`src/common/simt_irq_pkg.sv`:
```
/*
 * shared definitions for the SIMT interrupt path
 * controller state encoding, AXI4-Lite channel payloads and register offsets,
 * the status register layout and the interrupt context record
 */
package simt_irq_pkg;

	// PCs and the AXI4-Lite data bus share one width
	localparam int xlen = 32;
	localparam int axil_addr_w = 4;
	localparam int axil_strb_w = xlen / 8;

	// every access is answered with OKAY
	localparam logic [1:0] axil_okay = 2'b00;

	// byte offsets of the control registers
	localparam logic [axil_addr_w-1:0] reg_target = 4'h0;
	localparam logic [axil_addr_w-1:0] reg_isr_pc = 4'h4;
	localparam logic [axil_addr_w-1:0] reg_ctrl = 4'h8;
	localparam logic [axil_addr_w-1:0] reg_status = 4'hC;

	// interrupt controller states, in the order they are visited
	typedef enum logic [2:0] {
		irqc_idle = 3'd0,
		irqc_wait = 3'd1,
		irqc_pc_swap = 3'd2,
		irqc_wait_isr = 3'd3,
		irqc_revert_warp = 3'd4
	} irqc_state_t;

	// AXI4-Lite channel payloads, each carrying its own valid
	typedef struct packed {
		logic valid;
		logic [axil_addr_w-1:0] addr;
	} axil_aw_t;

	typedef struct packed {
		logic valid;
		logic [xlen-1:0] data;
		logic [axil_strb_w-1:0] strb;
	} axil_w_t;

	typedef struct packed {
		logic valid;
		logic [axil_addr_w-1:0] addr;
	} axil_ar_t;

	typedef struct packed {
		logic valid;
		logic [xlen-1:0] data;
		logic [1:0] resp;
	} axil_r_t;

	typedef struct packed {
		logic valid;
		logic [1:0] resp;
	} axil_b_t;

	typedef struct packed {
		logic aw;
		logic w;
		logic ar;
		logic r;
		logic b;
	} axil_ready_t;

	// status register, busy sits in bit 0
	typedef struct packed {
		logic not_found;
		logic done;
		logic busy;
	} irq_status_t;

	// target selection as written to TARGET (wid in the upper half, tid in the lower)
	// together with the ISR entry and the PC saved at swap time
	typedef struct packed {
		logic [15:0] wid;
		logic [15:0] tid;
		logic [xlen-1:0] isr_pc;
		logic [xlen-1:0] saved_pc;
	} irq_ctx_t;

endpackage

```
`src/hdl/irq_controller.sv`:
```
/*
 * interrupt controller
 * AXI4-Lite slave holding the target, ISR PC, control and status registers,
 * and the state machine that saves and restores the interrupted warp context
 */
`timescale 1ns/1ps

module irq_controller #(
	parameter int warp_cnt = 4,
	parameter int thread_cnt = 8
) (
	input logic clk,
	input logic reset,
	input simt_irq_pkg::axil_aw_t aw,
	input simt_irq_pkg::axil_w_t w,
	input simt_irq_pkg::axil_ar_t ar,
	input logic bready,
	input logic rready,
	input logic pipeline_drained,
	input logic thread_found,
	input logic isr_done,
	input logic [simt_irq_pkg::xlen-1:0] current_pc,
	input logic [thread_cnt-1:0] current_tmask,
	input logic [warp_cnt-1:0] current_active_warps,
	output simt_irq_pkg::axil_r_t r,
	output simt_irq_pkg::axil_b_t b,
	output simt_irq_pkg::axil_ready_t ready,
	output simt_irq_pkg::irqc_state_t state,
	output logic [((warp_cnt > 1) ? $clog2(warp_cnt) : 1)-1:0] wid,
	output logic [((thread_cnt > 1) ? $clog2(thread_cnt) : 1)-1:0] tid,
	output logic [simt_irq_pkg::xlen-1:0] load_pc,
	output logic [thread_cnt-1:0] load_tmask,
	output logic [warp_cnt-1:0] load_wmask
);

	localparam int wid_w = (warp_cnt > 1) ? $clog2(warp_cnt) : 1;
	localparam int tid_w = (thread_cnt > 1) ? $clog2(thread_cnt) : 1;

	simt_irq_pkg::irq_ctx_t ctx;
	simt_irq_pkg::irq_status_t status;
	logic awready_q;
	logic arready_q;
	logic bvalid_q;
	logic rvalid_q;
	logic [simt_irq_pkg::xlen-1:0] rdata_q;
	logic bus_idle;
	logic wr_fire;
	logic rd_fire;
	logic start_req;

	// byte lanes of a write replace only the lanes that are strobed
	function automatic logic [simt_irq_pkg::xlen-1:0] merge_strb(
		input logic [simt_irq_pkg::xlen-1:0] cur,
		input logic [simt_irq_pkg::xlen-1:0] data,
		input logic [simt_irq_pkg::axil_strb_w-1:0] strb
	);
		logic [simt_irq_pkg::xlen-1:0] res;
		res = cur;
		for (int i = 0; i < simt_irq_pkg::axil_strb_w; i++) begin
			if (strb[i])
				res[8*i +: 8] = data[8*i +: 8];
		end
		return res;
	endfunction

	// one transaction at a time, a pending response blocks the next request
	assign bus_idle = !awready_q && !arready_q && !bvalid_q && !rvalid_q;
	assign wr_fire = awready_q && aw.valid && w.valid;
	assign rd_fire = arready_q && ar.valid;
	assign start_req = wr_fire && (aw.addr == simt_irq_pkg::reg_ctrl) && w.strb[0] && w.data[0];

	always_ff @(posedge clk) begin
		if (reset) begin
			awready_q <= 1'b0;
			arready_q <= 1'b0;
			bvalid_q <= 1'b0;
			rvalid_q <= 1'b0;
		end else begin
			// aw and w are accepted together, and a write wins over a read
			awready_q <= bus_idle && aw.valid && w.valid;
			arready_q <= bus_idle && ar.valid && !(aw.valid && w.valid);
			if (wr_fire)
				bvalid_q <= 1'b1;
			else if (bready)
				bvalid_q <= 1'b0;
			if (rd_fire)
				rvalid_q <= 1'b1;
			else if (rready)
				rvalid_q <= 1'b0;
		end
	end

	// read data is latched on the address handshake
	always_ff @(posedge clk) begin
		if (rd_fire) begin
			rdata_q <= '0;
			case (ar.addr)
				simt_irq_pkg::reg_target: rdata_q <= {ctx.wid, ctx.tid};
				simt_irq_pkg::reg_isr_pc: rdata_q <= ctx.isr_pc;
				simt_irq_pkg::reg_status: rdata_q[2:0] <= status;
				default: rdata_q <= '0;
			endcase
		end
	end

	always_comb begin
		b.valid = bvalid_q;
		b.resp = simt_irq_pkg::axil_okay;
		r.valid = rvalid_q;
		r.data = rdata_q;
		r.resp = simt_irq_pkg::axil_okay;
		ready.aw = awready_q;
		ready.w = awready_q;
		ready.ar = arready_q;
		// the r and b ready bits belong to the master and stay low here
		ready.r = 1'b0;
		ready.b = 1'b0;
	end

	always_ff @(posedge clk) begin
		if (reset) begin
			state <= simt_irq_pkg::irqc_idle;
			status <= '0;
			ctx <= '0;
		end else begin
			case (state)
				simt_irq_pkg::irqc_idle: begin
					// the target and ISR entry only change while no interrupt is in flight
					if (wr_fire && aw.addr == simt_irq_pkg::reg_target)
						{ctx.wid, ctx.tid} <= merge_strb({ctx.wid, ctx.tid}, w.data, w.strb);
					if (wr_fire && aw.addr == simt_irq_pkg::reg_isr_pc)
						ctx.isr_pc <= merge_strb(ctx.isr_pc, w.data, w.strb);
					if (start_req) begin
						state <= simt_irq_pkg::irqc_wait;
						status <= '{not_found: 1'b0, done: 1'b0, busy: 1'b1};
					end
				end
				simt_irq_pkg::irqc_wait: begin
					// a drained pipeline without the thread aborts the request
					if (pipeline_drained && thread_found) begin
						state <= simt_irq_pkg::irqc_pc_swap;
					end else if (pipeline_drained) begin
						state <= simt_irq_pkg::irqc_idle;
						status <= '{not_found: 1'b1, done: 1'b0, busy: 1'b0};
					end
				end
				simt_irq_pkg::irqc_pc_swap: begin
					ctx.saved_pc <= current_pc;
					state <= simt_irq_pkg::irqc_wait_isr;
				end
				simt_irq_pkg::irqc_wait_isr: begin
					if (isr_done)
						state <= simt_irq_pkg::irqc_revert_warp;
				end
				simt_irq_pkg::irqc_revert_warp: begin
					state <= simt_irq_pkg::irqc_idle;
					status <= '{not_found: 1'b0, done: 1'b1, busy: 1'b0};
				end
				default: state <= simt_irq_pkg::irqc_idle;
			endcase
		end
	end

	// masks of the interrupted warp, taken while the warp table still holds them
	always_ff @(posedge clk) begin
		if (state == simt_irq_pkg::irqc_pc_swap) begin
			load_tmask <= current_tmask;
			load_wmask <= current_active_warps;
		end
	end

	assign wid = ctx.wid[wid_w-1:0];
	assign tid = ctx.tid[tid_w-1:0];
	// ISR entry on the way in, the interrupted PC on the way back
	assign load_pc = (state == simt_irq_pkg::irqc_revert_warp) ? ctx.saved_pc : ctx.isr_pc;

endmodule

```
`src/hdl/thread_transfer_unit.sv`:
```
/*
 * thread transfer unit
 * maps the interrupt controller state onto scheduler pause and load controls,
 * reports drain, thread presence and ISR completion, and records pulled threads
 */
`timescale 1ns/1ps

module thread_transfer_unit #(
	parameter int warp_cnt = 4,
	parameter int thread_cnt = 8
) (
	input logic clk,
	input logic reset,
	input simt_irq_pkg::irqc_state_t state,
	input logic [((warp_cnt > 1) ? $clog2(warp_cnt) : 1)-1:0] wid,
	input logic [((thread_cnt > 1) ? $clog2(thread_cnt) : 1)-1:0] tid,
	input logic [simt_irq_pkg::xlen-1:0] load_pc,
	input logic [thread_cnt-1:0] saved_tmask,
	input logic [warp_cnt-1:0] saved_wmask,
	input logic no_pending_instr,
	input logic [warp_cnt-1:0] barrier_stalls,
	input logic [warp_cnt-1:0] ipdom_stack_empty,
	input logic [warp_cnt-1:0][thread_cnt-1:0] thread_masks,
	input logic [warp_cnt-1:0] active_warps,
	input logic [warp_cnt-1:0][simt_irq_pkg::xlen-1:0] warp_pcs,
	input logic branch_valid,
	input logic [((warp_cnt > 1) ? $clog2(warp_cnt) : 1)-1:0] branch_wid,
	input logic branch_taken,
	input logic [simt_irq_pkg::xlen-1:0] branch_dest,
	output logic pipeline_drained,
	output logic thread_found,
	output logic isr_done,
	output logic [simt_irq_pkg::xlen-1:0] current_pc,
	output logic [thread_cnt-1:0] current_tmask,
	output logic [warp_cnt-1:0] current_active_warps,
	output logic paused,
	output logic swap_schedule_data,
	output logic [simt_irq_pkg::xlen-1:0] sched_load_pc,
	output logic [thread_cnt-1:0] load_tmask,
	output logic [warp_cnt-1:0] load_wmask,
	output logic [((warp_cnt > 1) ? $clog2(warp_cnt) : 1)-1:0] load_wid,
	output logic [warp_cnt-1:0][thread_cnt-1:0] ttu_tid_mask
);

	logic [thread_cnt-1:0] tid_onehot;
	logic [warp_cnt-1:0] wid_onehot;
	logic [thread_cnt-1:0] restored_tmask;
	logic drain_ok;
	logic jump_valid;

	assign tid_onehot = thread_cnt'(1) << tid;
	assign wid_onehot = warp_cnt'(1) << wid;

	// nothing in flight, no warp at a barrier, and the target's divergence stack unwound
	assign drain_ok = no_pending_instr && !(|barrier_stalls) && ipdom_stack_empty[wid];

	// the ISR ends by jumping back to its own entry point
	assign jump_valid = branch_valid && branch_taken && (branch_wid == wid) &&
		(branch_dest == load_pc);

	// the pulled thread leaves the warp, and an emptied warp is switched off
	assign restored_tmask = saved_tmask & ~tid_onehot;

	// status back to the controller
	always_comb begin
		pipeline_drained = 1'b1;
		thread_found = 1'b1;
		isr_done = 1'b0;
		current_pc = '0;
		current_tmask = '0;
		current_active_warps = '0;
		case (state)
			simt_irq_pkg::irqc_wait, simt_irq_pkg::irqc_pc_swap: begin
				if (state == simt_irq_pkg::irqc_wait) begin
					pipeline_drained = drain_ok;
					// a thread already handed over counts as absent
					thread_found = active_warps[wid] && thread_masks[wid][tid] &&
						ttu_tid_mask[wid][tid];
				end
				current_pc = warp_pcs[wid];
				current_tmask = thread_masks[wid];
				current_active_warps = active_warps;
			end
			simt_irq_pkg::irqc_wait_isr: isr_done = jump_valid;
			simt_irq_pkg::irqc_revert_warp: isr_done = 1'b1;
			default: begin
				pipeline_drained = 1'b0;
				thread_found = 1'b0;
			end
		endcase
	end

	// scheduler controls
	always_comb begin
		paused = 1'b0;
		swap_schedule_data = 1'b0;
		sched_load_pc = load_pc;
		load_tmask = '0;
		load_wmask = '0;
		load_wid = wid;
		case (state)
			// stop issuing as soon as the pipeline is quiet
			simt_irq_pkg::irqc_wait: paused = drain_ok;
			simt_irq_pkg::irqc_pc_swap: begin
				paused = 1'b1;
				swap_schedule_data = 1'b1;
				load_tmask = tid_onehot;
				load_wmask = wid_onehot;
			end
			simt_irq_pkg::irqc_revert_warp: begin
				paused = 1'b1;
				swap_schedule_data = 1'b1;
				load_tmask = restored_tmask;
				load_wmask = (|restored_tmask) ? saved_wmask : (saved_wmask & ~wid_onehot);
			end
			default: paused = 1'b0;
		endcase
	end

	// cleared bits mark threads now owned by the scalar core
	always_ff @(posedge clk) begin
		if (reset)
			ttu_tid_mask <= '1;
		else if (state == simt_irq_pkg::irqc_revert_warp)
			ttu_tid_mask[wid][tid] <= 1'b0;
	end

endmodule

```
`src/hdl/warp_table.sv`:
```
/*
 * warp table
 * per-warp PC and thread mask with the active-warp vector,
 * advanced by issue and taken branches and overwritten by transfer unit loads
 */
`timescale 1ns/1ps

module warp_table #(
	parameter int warp_cnt = 4,
	parameter int thread_cnt = 8
) (
	input logic clk,
	input logic reset,
	input logic paused,
	input logic issue_valid,
	input logic [((warp_cnt > 1) ? $clog2(warp_cnt) : 1)-1:0] issue_wid,
	input logic branch_valid,
	input logic [((warp_cnt > 1) ? $clog2(warp_cnt) : 1)-1:0] branch_wid,
	input logic branch_taken,
	input logic [simt_irq_pkg::xlen-1:0] branch_dest,
	input logic swap_schedule_data,
	input logic [simt_irq_pkg::xlen-1:0] load_pc,
	input logic [thread_cnt-1:0] load_tmask,
	input logic [warp_cnt-1:0] load_wmask,
	input logic [((warp_cnt > 1) ? $clog2(warp_cnt) : 1)-1:0] load_wid,
	output logic [warp_cnt-1:0][simt_irq_pkg::xlen-1:0] warp_pcs,
	output logic [warp_cnt-1:0][thread_cnt-1:0] thread_masks,
	output logic [warp_cnt-1:0] active_warps
);

	localparam int wid_w = (warp_cnt > 1) ? $clog2(warp_cnt) : 1;

	always_ff @(posedge clk) begin
		if (reset) begin
			// every warp starts at PC 0 with all of its threads running
			warp_pcs <= '0;
			thread_masks <= '1;
			active_warps <= '1;
		end else begin
			for (int i = 0; i < warp_cnt; i++) begin
				// a load beats a branch, and a branch beats sequential issue
				if (swap_schedule_data && load_wid == wid_w'(i)) begin
					warp_pcs[i] <= load_pc;
					thread_masks[i] <= load_tmask;
				end else if (branch_valid && branch_taken && branch_wid == wid_w'(i)) begin
					warp_pcs[i] <= branch_dest;
				end else if (issue_valid && !paused && issue_wid == wid_w'(i)) begin
					warp_pcs[i] <= warp_pcs[i] + simt_irq_pkg::xlen'(4);
				end
			end
			// the transfer unit hands over the complete active vector
			if (swap_schedule_data)
				active_warps <= load_wmask;
		end
	end

endmodule

```
`src/hdl/simt_irq_top.sv`:
```
/*
 * top level of the SIMT interrupt path
 * connects the interrupt controller, the thread transfer unit and the warp table
 */
`timescale 1ns/1ps

module simt_irq_top #(
	parameter int warp_cnt = 4,
	parameter int thread_cnt = 8
) (
	input logic clk,
	input logic reset,
	input simt_irq_pkg::axil_aw_t aw,
	input simt_irq_pkg::axil_w_t w,
	input simt_irq_pkg::axil_ar_t ar,
	input logic bready,
	input logic rready,
	input logic no_pending_instr,
	input logic [warp_cnt-1:0] barrier_stalls,
	input logic [warp_cnt-1:0] ipdom_stack_empty,
	input logic issue_valid,
	input logic [((warp_cnt > 1) ? $clog2(warp_cnt) : 1)-1:0] issue_wid,
	input logic branch_valid,
	input logic [((warp_cnt > 1) ? $clog2(warp_cnt) : 1)-1:0] branch_wid,
	input logic branch_taken,
	input logic [simt_irq_pkg::xlen-1:0] branch_dest,
	output simt_irq_pkg::axil_r_t r,
	output simt_irq_pkg::axil_b_t b,
	output simt_irq_pkg::axil_ready_t ready,
	output logic [warp_cnt-1:0][simt_irq_pkg::xlen-1:0] warp_pcs,
	output logic [warp_cnt-1:0][thread_cnt-1:0] thread_masks,
	output logic [warp_cnt-1:0] active_warps,
	output logic [warp_cnt-1:0][thread_cnt-1:0] ttu_tid_mask,
	output logic paused
);

	localparam int wid_w = (warp_cnt > 1) ? $clog2(warp_cnt) : 1;
	localparam int tid_w = (thread_cnt > 1) ? $clog2(thread_cnt) : 1;

	// controller to transfer unit
	simt_irq_pkg::irqc_state_t irqc_state;
	logic [wid_w-1:0] tgt_wid;
	logic [tid_w-1:0] tgt_tid;
	logic [simt_irq_pkg::xlen-1:0] irq_load_pc;
	logic [thread_cnt-1:0] saved_tmask;
	logic [warp_cnt-1:0] saved_wmask;

	// transfer unit back to the controller
	logic pipeline_drained;
	logic thread_found;
	logic isr_done;
	logic [simt_irq_pkg::xlen-1:0] current_pc;
	logic [thread_cnt-1:0] current_tmask;
	logic [warp_cnt-1:0] current_active_warps;

	// transfer unit to the warp table
	logic swap_schedule_data;
	logic [simt_irq_pkg::xlen-1:0] sched_load_pc;
	logic [thread_cnt-1:0] load_tmask;
	logic [warp_cnt-1:0] load_wmask;
	logic [wid_w-1:0] load_wid;

	irq_controller #(
		.warp_cnt(warp_cnt),
		.thread_cnt(thread_cnt)
	) u_irq_controller (
		.clk(clk),
		.reset(reset),
		.aw(aw),
		.w(w),
		.ar(ar),
		.bready(bready),
		.rready(rready),
		.pipeline_drained(pipeline_drained),
		.thread_found(thread_found),
		.isr_done(isr_done),
		.current_pc(current_pc),
		.current_tmask(current_tmask),
		.current_active_warps(current_active_warps),
		.r(r),
		.b(b),
		.ready(ready),
		.state(irqc_state),
		.wid(tgt_wid),
		.tid(tgt_tid),
		.load_pc(irq_load_pc),
		.load_tmask(saved_tmask),
		.load_wmask(saved_wmask)
	);

	thread_transfer_unit #(
		.warp_cnt(warp_cnt),
		.thread_cnt(thread_cnt)
	) u_thread_transfer_unit (
		.clk(clk),
		.reset(reset),
		.state(irqc_state),
		.wid(tgt_wid),
		.tid(tgt_tid),
		.load_pc(irq_load_pc),
		.saved_tmask(saved_tmask),
		.saved_wmask(saved_wmask),
		.no_pending_instr(no_pending_instr),
		.barrier_stalls(barrier_stalls),
		.ipdom_stack_empty(ipdom_stack_empty),
		.thread_masks(thread_masks),
		.active_warps(active_warps),
		.warp_pcs(warp_pcs),
		.branch_valid(branch_valid),
		.branch_wid(branch_wid),
		.branch_taken(branch_taken),
		.branch_dest(branch_dest),
		.pipeline_drained(pipeline_drained),
		.thread_found(thread_found),
		.isr_done(isr_done),
		.current_pc(current_pc),
		.current_tmask(current_tmask),
		.current_active_warps(current_active_warps),
		.paused(paused),
		.swap_schedule_data(swap_schedule_data),
		.sched_load_pc(sched_load_pc),
		.load_tmask(load_tmask),
		.load_wmask(load_wmask),
		.load_wid(load_wid),
		.ttu_tid_mask(ttu_tid_mask)
	);

	warp_table #(
		.warp_cnt(warp_cnt),
		.thread_cnt(thread_cnt)
	) u_warp_table (
		.clk(clk),
		.reset(reset),
		.paused(paused),
		.issue_valid(issue_valid),
		.issue_wid(issue_wid),
		.branch_valid(branch_valid),
		.branch_wid(branch_wid),
		.branch_taken(branch_taken),
		.branch_dest(branch_dest),
		.swap_schedule_data(swap_schedule_data),
		.load_pc(sched_load_pc),
		.load_tmask(load_tmask),
		.load_wmask(load_wmask),
		.load_wid(load_wid),
		.warp_pcs(warp_pcs),
		.thread_masks(thread_masks),
		.active_warps(active_warps)
	);

endmodule

```
`config.mk`:
```
export PLATFORM = sky130hd
export DESIGN_NAME = simt_irq_top
export DESIGN_NICKNAME = d
export VERILOG_FILES = /design/src/common/simt_irq_pkg.sv /design/src/hdl/irq_controller.sv /design/src/hdl/thread_transfer_unit.sv /design/src/hdl/warp_table.sv /design/src/hdl/simt_irq_top.sv
export SDC_FILE = /design/constraint.sdc
export NUM_CORES = 1
export LEC_CHECK = 0
export BUFFER_PORTS_ARGS = -buffer_cell sky130_fd_sc_hd__buf_2
export CAP_MARGIN = 20
export CORE_MARGIN = 3
export CORE_UTILIZATION = 60
export DETAILED_ROUTE_END_ITERATION = 7
export PLACE_DENSITY = 0.83
export SYNTH_ARGS = -nofsm -noshare
export SYNTH_HDL_FRONTEND = slang
export SYNTH_HIERARCHICAL = 1
export SYNTH_SLANG_ARGS = --single-unit
```
`constraint.sdc`:
```
create_clock -name clk -period 5.9 [get_ports clk]
set_input_delay 0.295 -clock clk [delete_from_list [all_inputs] [get_ports clk]]
set_output_delay 0.295 -clock clk [all_outputs]
set_load 0.02 [all_outputs]
```
-- Word level (Yosys, flattened, before mapping)
Cells that the tools add are included.
Widths: inputs -> output; s select.
- add/subtract/negate cells: 4
- $lt $le $gt $ge: 4
- equality and inequality tests: 24
- shifts and indexed selects: 2
- muxes and demuxes: 56
- bitwise gates (word level): 6
- reduce and logical (&&, ||, !) cells: 74
- operator list (cell ; count):
    $mux 32 ; 15
    $add 32x3->32 const B ; 4
    $bmux 32 s2 ; 1
    $pmux 29 s2 ; 1
    $logic_and 1x1->1 ; 39
    $and 32x32->32 ; 1
    $bmux 8 s2 ; 2
    $eq 32x32->1 ; 1
    $not 32->32 ; 1
    $reduce_and 3->1 ; 9
    $mux 8 ; 3
    $mux 3 ; 6
    $pmux 3 s3 ; 2
    $demux 8 s2 ; 1
    $pmux 8 s2 ; 1
    $reduce_bool 3->1 ; 5
    $eq 2x2->1 const B ; 6
    $mux 1 ; 12
    $pmux 3 s4 ; 1
    $and 8x8->8 ; 1
    $eq 4x3->1 const B ; 2
    $eq 4x4->1 const B ; 2
    $logic_not 4->1 ; 2
    $not 8->8 ; 1
    other kinds (30) ; 51
- register bits: 346

-- Longest topological paths before layout
- word-level depth: 11
- gate-level depth with buffers: 14

-- By module
Netlist, hierarchy kept.
- by module, submodules not included (module ; instances ; cells each ; area each (sq um) ; sequential area each (sq um)):
    warp_table ; 1 ; 1343 ; 10178.5 ; 3283.1
    irq_controller ; 1 ; 563 ; 6183.4 ; 3443.3
    thread_transfer_unit ; 1 ; 457 ; 4027.6 ; 640.6

-- Worst setup path before layout
No wires, ideal clock.
- path kind: reg2reg
- from: reg u_irq_controller/wid[0] (netlist name)
- to: reg u_warp_table/warp_pcs[15] in the netlist's numbering
- arrival time: 3.403 ns
- required time: 5.778 ns
- path slack: 2.376 ns
- cell stages (with the launch flop): 14
- buffers on the path: 5
- clock period less this slack: 3.524 ns
- cells stage by stage: dfxtp_1 -> buf_4 -> buf_6 -> buf_12 -> buf_6 -> mux4_2 -> nand4_1 -> nand3_1 -> or4b_4 -> buf_6 -> nor3_4 -> nand3_1 -> xnor2_1 -> a221o_1
- cells in the longest elaborated chain, start to end: 8
- elaborated cells between the ends (all ways): 11
- those cells by class: mux: 4; reduce/logical: 7
- RTL lines (what ; line ; text):
    $bmux 1 s2 ; thread_transfer_unit.sv:55 ; assign drain_ok = no_pending_instr && !(|barrier_stalls) && ipdom_stack_empty[wid];
    $mux 1 (not written as such) ; thread_transfer_unit.sv:55 ;
    $logic_and 1x1->1 ; thread_transfer_unit.sv:55 ;
    $pmux 1 s2 ; thread_transfer_unit.sv:101 ; case (state)
    via paused ; simt_irq_top.sv:34 ; output logic paused
    $logic_not 1->1 ; warp_table.sv:47 ; end else if (issue_valid && !paused && issue_wid == wid_w'(i)) begin
    $logic_and 1x1->1 (2 in series) ; warp_table.sv:47 ;
    $reduce_bool 3->1 (no source line) ; -- ;
    to (signal, indexed assignment) ; warp_table.sv:43 ; warp_pcs[i] <= load_pc;
    to (signal, indexed assignment) ; warp_table.sv:46 ; warp_pcs[i] <= branch_dest;
    to (signal, indexed assignment) ; warp_table.sv:48 ; warp_pcs[i] <= warp_pcs[i] + simt_irq_pkg::xlen'(4);
    to (decl) ; warp_table.sv:26 ; output logic [warp_cnt-1:0][simt_irq_pkg::xlen-1:0] warp_pcs,
The timed path passes the listed nets, and every way through them passes these cells. The select of a mux whose other input is x is not followed.
A chain may end at the register's enable or synchronous reset.

-- Worst setup path after layout
- from: reg u_irq_controller/wid[0] (netlist name)
- to: reg u_warp_table/warp_pcs[43] in the netlist's numbering
- cells in the longest elaborated chain, start to end: 8
- elaborated cells between the ends (all ways): 11
- those cells by class: eq/ne: 1; mux: 4; reduce/logical: 6
- RTL lines (what ; line):
    $bmux 1 s2 ; thread_transfer_unit.sv:55
    $mux 1 (not written as such) ; thread_transfer_unit.sv:55
    $logic_and 1x1->1 ; thread_transfer_unit.sv:55
    $pmux 1 s2 ; thread_transfer_unit.sv:101
    $logic_not 1->1 ; warp_table.sv:47
    $logic_and 1x1->1 (2 in series) ; warp_table.sv:47
    $reduce_bool 3->1 (no source line) ; --
Several ways; a longest one is shown, not always the timed one. The select of a mux whose other input is x is not followed.

==> results.sh <==
export IMPL_seqCellArea_sq_um=7370
export IMPL_fin_crit_sh_pct=66.9
export IMPL_grt_first_pass_wirelength_um=116000
export IMPL_maximum_clock_skew_at_final_layout_ps=15.3
export IMPL_worstReg2RegStart="u_irq_controller/wid[0]"
export IMPL_worst_r2r_path_depth=7
export IMPL_crit_chain="mux4_2 -> nand4_1 -> nand3_1 -> nor4bb_1 -> buf_4 -> o211ai_1 -> o32ai_1"
export IMPL_internal_power_mw=4.03
export IMPL_vias=21000
export IMPL_share_of_power_burned_in_the_clock_network_pct=45.9
export IMPL_met2_usage_pct=61.0
export IMPL_cp_arrival_ps=4350
export IMPL_totalWireLength_um=78900
export IMPL_area_growth_synth_to_final_pct=13.1
export IMPL_timing_hold_worst_class="primary input to register"
export IMPL_setup_repair_after_global_routing_missed_its_margin="no"
export IMPL_drive_gt1_share_pct=21.3
export IMPL_floorplan_initialDensity_pct=61.7
export IMPL_grt_max_degree=185
export IMPL_clock_sink_count=346
export IMPL_worst_slew_margin_rel_pct=23.3
export IMPL_grt_use_met3_pct=12.1
export IMPL_cts_tree="yes"
export IMPL_first_pass_iters=8
export IMPL_cts_root_buf="sky130_fd_sc_hd__clkbuf_16"
export IMPL_synthArstFlopShare_pct=0
export IMPL_final_min_clock_period_ps=3950
export IMPL_max_stage_delay_ps=810
export IMPL_wl_per_cell_um=26.1
export IMPL_ctsHtreeMaxLevel=2
export IMPL_path_max_fanout=23
export IMPL_finalSetupViolCount=0
export IMPL_top_area_cell_type_share_of_the_netlist_area_pct=29.7
export IMPL_p_per_area_nw_per_um2=235
export IMPL_detailed_place_hpwl_um=55800
export IMPL_timing_max_transition_violations_final=0
export IMPL_timing_setup_critical_path_class="register to register"
export IMPL_total_power_mw=5.42
export IMPL_synth_largest_area_cell="sky130_fd_sc_hd__dfxtp_1"
export IMPL_placementRows=66
export IMPL_final_fill_count=2644
export IMPL_power_leakage_nw=8.83
export IMPL_cts_setup_buffers=0
export IMPL_setup_tns_ps=0
export IMPL_initial_antenna_violation_count=4
export IMPL_grt_total_usage_pct=41.3
export IMPL_vdd_ir_drop_max_v=0.000286
export IMPL_detail_route_vias_per_cell=6.93
export IMPL_first_iter_violations=3523
export IMPL_power_share_sequential_pct=46.0
export IMPL_cp_end_kind="register"
export IMPL_switching_share_pct=25.6
export IMPL_yosys_warnings=6
export IMPL_worstSetupStartpoint="u_irq_controller/wid[0]"
export IMPL_ys_ff_latch=346
export IMPL_antenna_violating_nets_post_route=0
export IMPL_final_design_area_no_fill_sq_um=23100
export IMPL_ys_dominant_reg_cell="sky130_fd_sc_hd__dfxtp_1"
export IMPL_timing_final_hold_violations=0
export IMPL_placed_cell_area_sq_um=21800
export IMPL_maxCapViolCount=0
export IMPL_cts_buffers_inserted=38
export IMPL_worstSetupStartpointType="register"
export IMPL_outcome="complete, no violations"
export IMPL_port_buffer_count=332
export IMPL_maximum_clock_insertion_buffer_count=3
export IMPL_coreArea_sq_um=33000
export IMPL_critical_path_top_delay_family="simple AND/OR/NAND/NOR gates"
export IMPL_drc_violations_left=0
export IMPL_cts_clk_slew_worst_paths_ps=60
export IMPL_syn_area_sq_um=20400
export IMPL_cts_hold_buf=0
export IMPL_synth_seq_area_share_pct=36.1
export IMPL_combPwrFrac_pct=8.1
export IMPL_first_global_vias=19200
export IMPL_synth_edf_count=44
export IMPL_cp_num_buf_inv=1
export IMPL_grt_overflow_total=0
export IMPL_busiest_layer="met2"
export IMPL_required_ps=6310
export IMPL_finalWeightedCongestion=1.09
export IMPL_die_height_um=190
export IMPL_post_synth_main_area_contributors="sky130_fd_sc_hd__dfxtp_1, sky130_fd_sc_hd__edfxtp_1, sky130_fd_sc_hd__nand2_1, sky130_fd_sc_hd__mux2i_1, sky130_fd_sc_hd__nor2_1"
export IMPL_cpMaxStageDelayCell="sky130_fd_sc_hd__nor4bb_1"
export IMPL_layout_nets=2655
export IMPL_clk_latency_worst_skew_pair_ps=540
export IMPL_fp_dieW_um=190
export IMPL_multi_input_comb_area_sq_um=11800
export IMPL_switching_power_mw=1.39
export IMPL_hold_path_cell_count=3
export IMPL_total_die_area_sq_um=36200
export IMPL_groute_layer_met1_usage_pct=57.1
export IMPL_syn_inst=2363
export IMPL_worst_hold_slack_ps=6.68
export IMPL_synthesis_area_per_instance_sq_um=8.63
export IMPL_number_of_top_level_pins=339
export IMPL_critical_path_cell_count=7
export IMPL_yosysUniqueCellTypes=99
export IMPL_synth_most_common_cell="sky130_fd_sc_hd__dfxtp_1"
export IMPL_fmaxAchievable_mhz=253
export IMPL_post_synth_most_frequent_cells="sky130_fd_sc_hd__dfxtp_1, sky130_fd_sc_hd__nand2_1, sky130_fd_sc_hd__nor2_1, sky130_fd_sc_hd__nand3_1, sky130_fd_sc_hd__clkbuf_1"
export IMPL_timing_hold_worst_start="ar[4]"
export IMPL_cts_resized_gates=0
export IMPL_max_slew_worst_pin_slew_ps=1140
## flip-flops by register name, summed over array words and instances, names as in the netlist, 2 cells and up
name	count
u_irq_controller/wid	2
u_irq_controller/load_wmask	4
u_thread_transfer_unit/ttu_tid_mask	32
u_irq_controller/status	3
u_irq_controller/ctx	91
u_warp_table/warp_pcs	128
u_warp_table/active_warps	4
u_irq_controller/tid	3
u_warp_table/thread_masks	32
u_irq_controller/state	3
u_irq_controller/rdata_q	32
u_irq_controller/load_tmask	8
## worst min-delay path, cell delays in order
cell	delay, ps
sky130_fd_sc_hd__buf_2	110
sky130_fd_sc_hd__nand2_1	60
sky130_fd_sc_hd__nor3_1	40
## kinds of logic after synthesis
family | synth area share [%]
compound gates | 16.5
xor+xnor | 5.15
fa+ha+maj | 0.245
buf+inv | 6.41
flops | 36.1
mux | 11.4
other cells | 0.0184
simple gates | 24.1
## cell type report
| class | instances | share of cell area (%) |
|---|---|---|
| antenna | 3 | 0.0325 |
| clock buffer | 54 | 4.69 |
| clock inverter | 16 | 0.895 |
| inverter | 31 | 0.504 |
| multi-input combinational | 1768 | 51.1 |
| sequential | 346 | 32.0 |
| tap | 442 | 2.40 |
| timing repair buffer | 367 | 8.46 |
## stage by stage
step	instances	utilization [%]	setup slack [ps]
3_5_place_dp	2952	65.8	1990
3_3_place_gp	2952	65.8	2070
2_1_floorplan	2368	-	2380
4_1_cts	3022	69.7	1960
6_report	3027	69.8	1950
5_1_grt	3026	69.8	1660
## layout by cell type, fill, tap and decap left out, types with 23 or more instances in the layout
master,n
sky130_fd_sc_hd__nor3_1,75
sky130_fd_sc_hd__buf_4,32
sky130_fd_sc_hd__and4_1,23
sky130_fd_sc_hd__o21ai_0,45
sky130_fd_sc_hd__nor2b_1,37
sky130_fd_sc_hd__a22oi_1,36
sky130_fd_sc_hd__a22o_1,33
sky130_fd_sc_hd__xor2_1,49
sky130_fd_sc_hd__mux2_2,39
sky130_fd_sc_hd__mux2i_1,105
sky130_fd_sc_hd__edfxtp_1,44
sky130_fd_sc_hd__a211oi_1,60
sky130_fd_sc_hd__buf_2,331
sky130_fd_sc_hd__nor2_1,243
sky130_fd_sc_hd__dfxtp_1,300
sky130_fd_sc_hd__nand4_1,40
sky130_fd_sc_hd__a21oi_1,88
sky130_fd_sc_hd__mux4_2,34
sky130_fd_sc_hd__nand2_1,294
sky130_fd_sc_hd__a21o_1,34
sky130_fd_sc_hd__nor4_1,31
sky130_fd_sc_hd__xnor2_1,71
sky130_fd_sc_hd__inv_1,29
sky130_fd_sc_hd__clkbuf_16,38
sky130_fd_sc_hd__nand3_1,110
## per-layer routing
metal / routed length (um) / up-vias / share of wire (%)
met2: 33100 / 1804 / 42
met5: 13 / - / 0.016
met1: 30100 / 9876 / 38
met3: 11800 / 322 / 15
met4: 4020 / 2 / 5.1
li1: - / 8987 / -
## final timing paths
| kind | slack (ps) | to |
|---|---|---|
| hold reg to reg | 450 | u_irq_controller/ctx[5] |
| setup / recovery | 1950 | u_warp_table/warp_pcs[43] |
| setup reg to reg | 1950 | u_warp_table/warp_pcs[43] |
| hold / removal | 7 | u_irq_controller/arready_q |
## power groups by stage
stage               clock, mW  sequential [mW]  combinational [mW]
detailed placement          0             2.53               0.419
finish                   2.49             2.49               0.441
CTS                      2.48             2.48               0.423
global route             2.57             2.49               0.458
floorplan                   0             2.55               0.218
global placement            0             2.53               0.414
No activity file was read; power rests on OpenSTA's default activity.
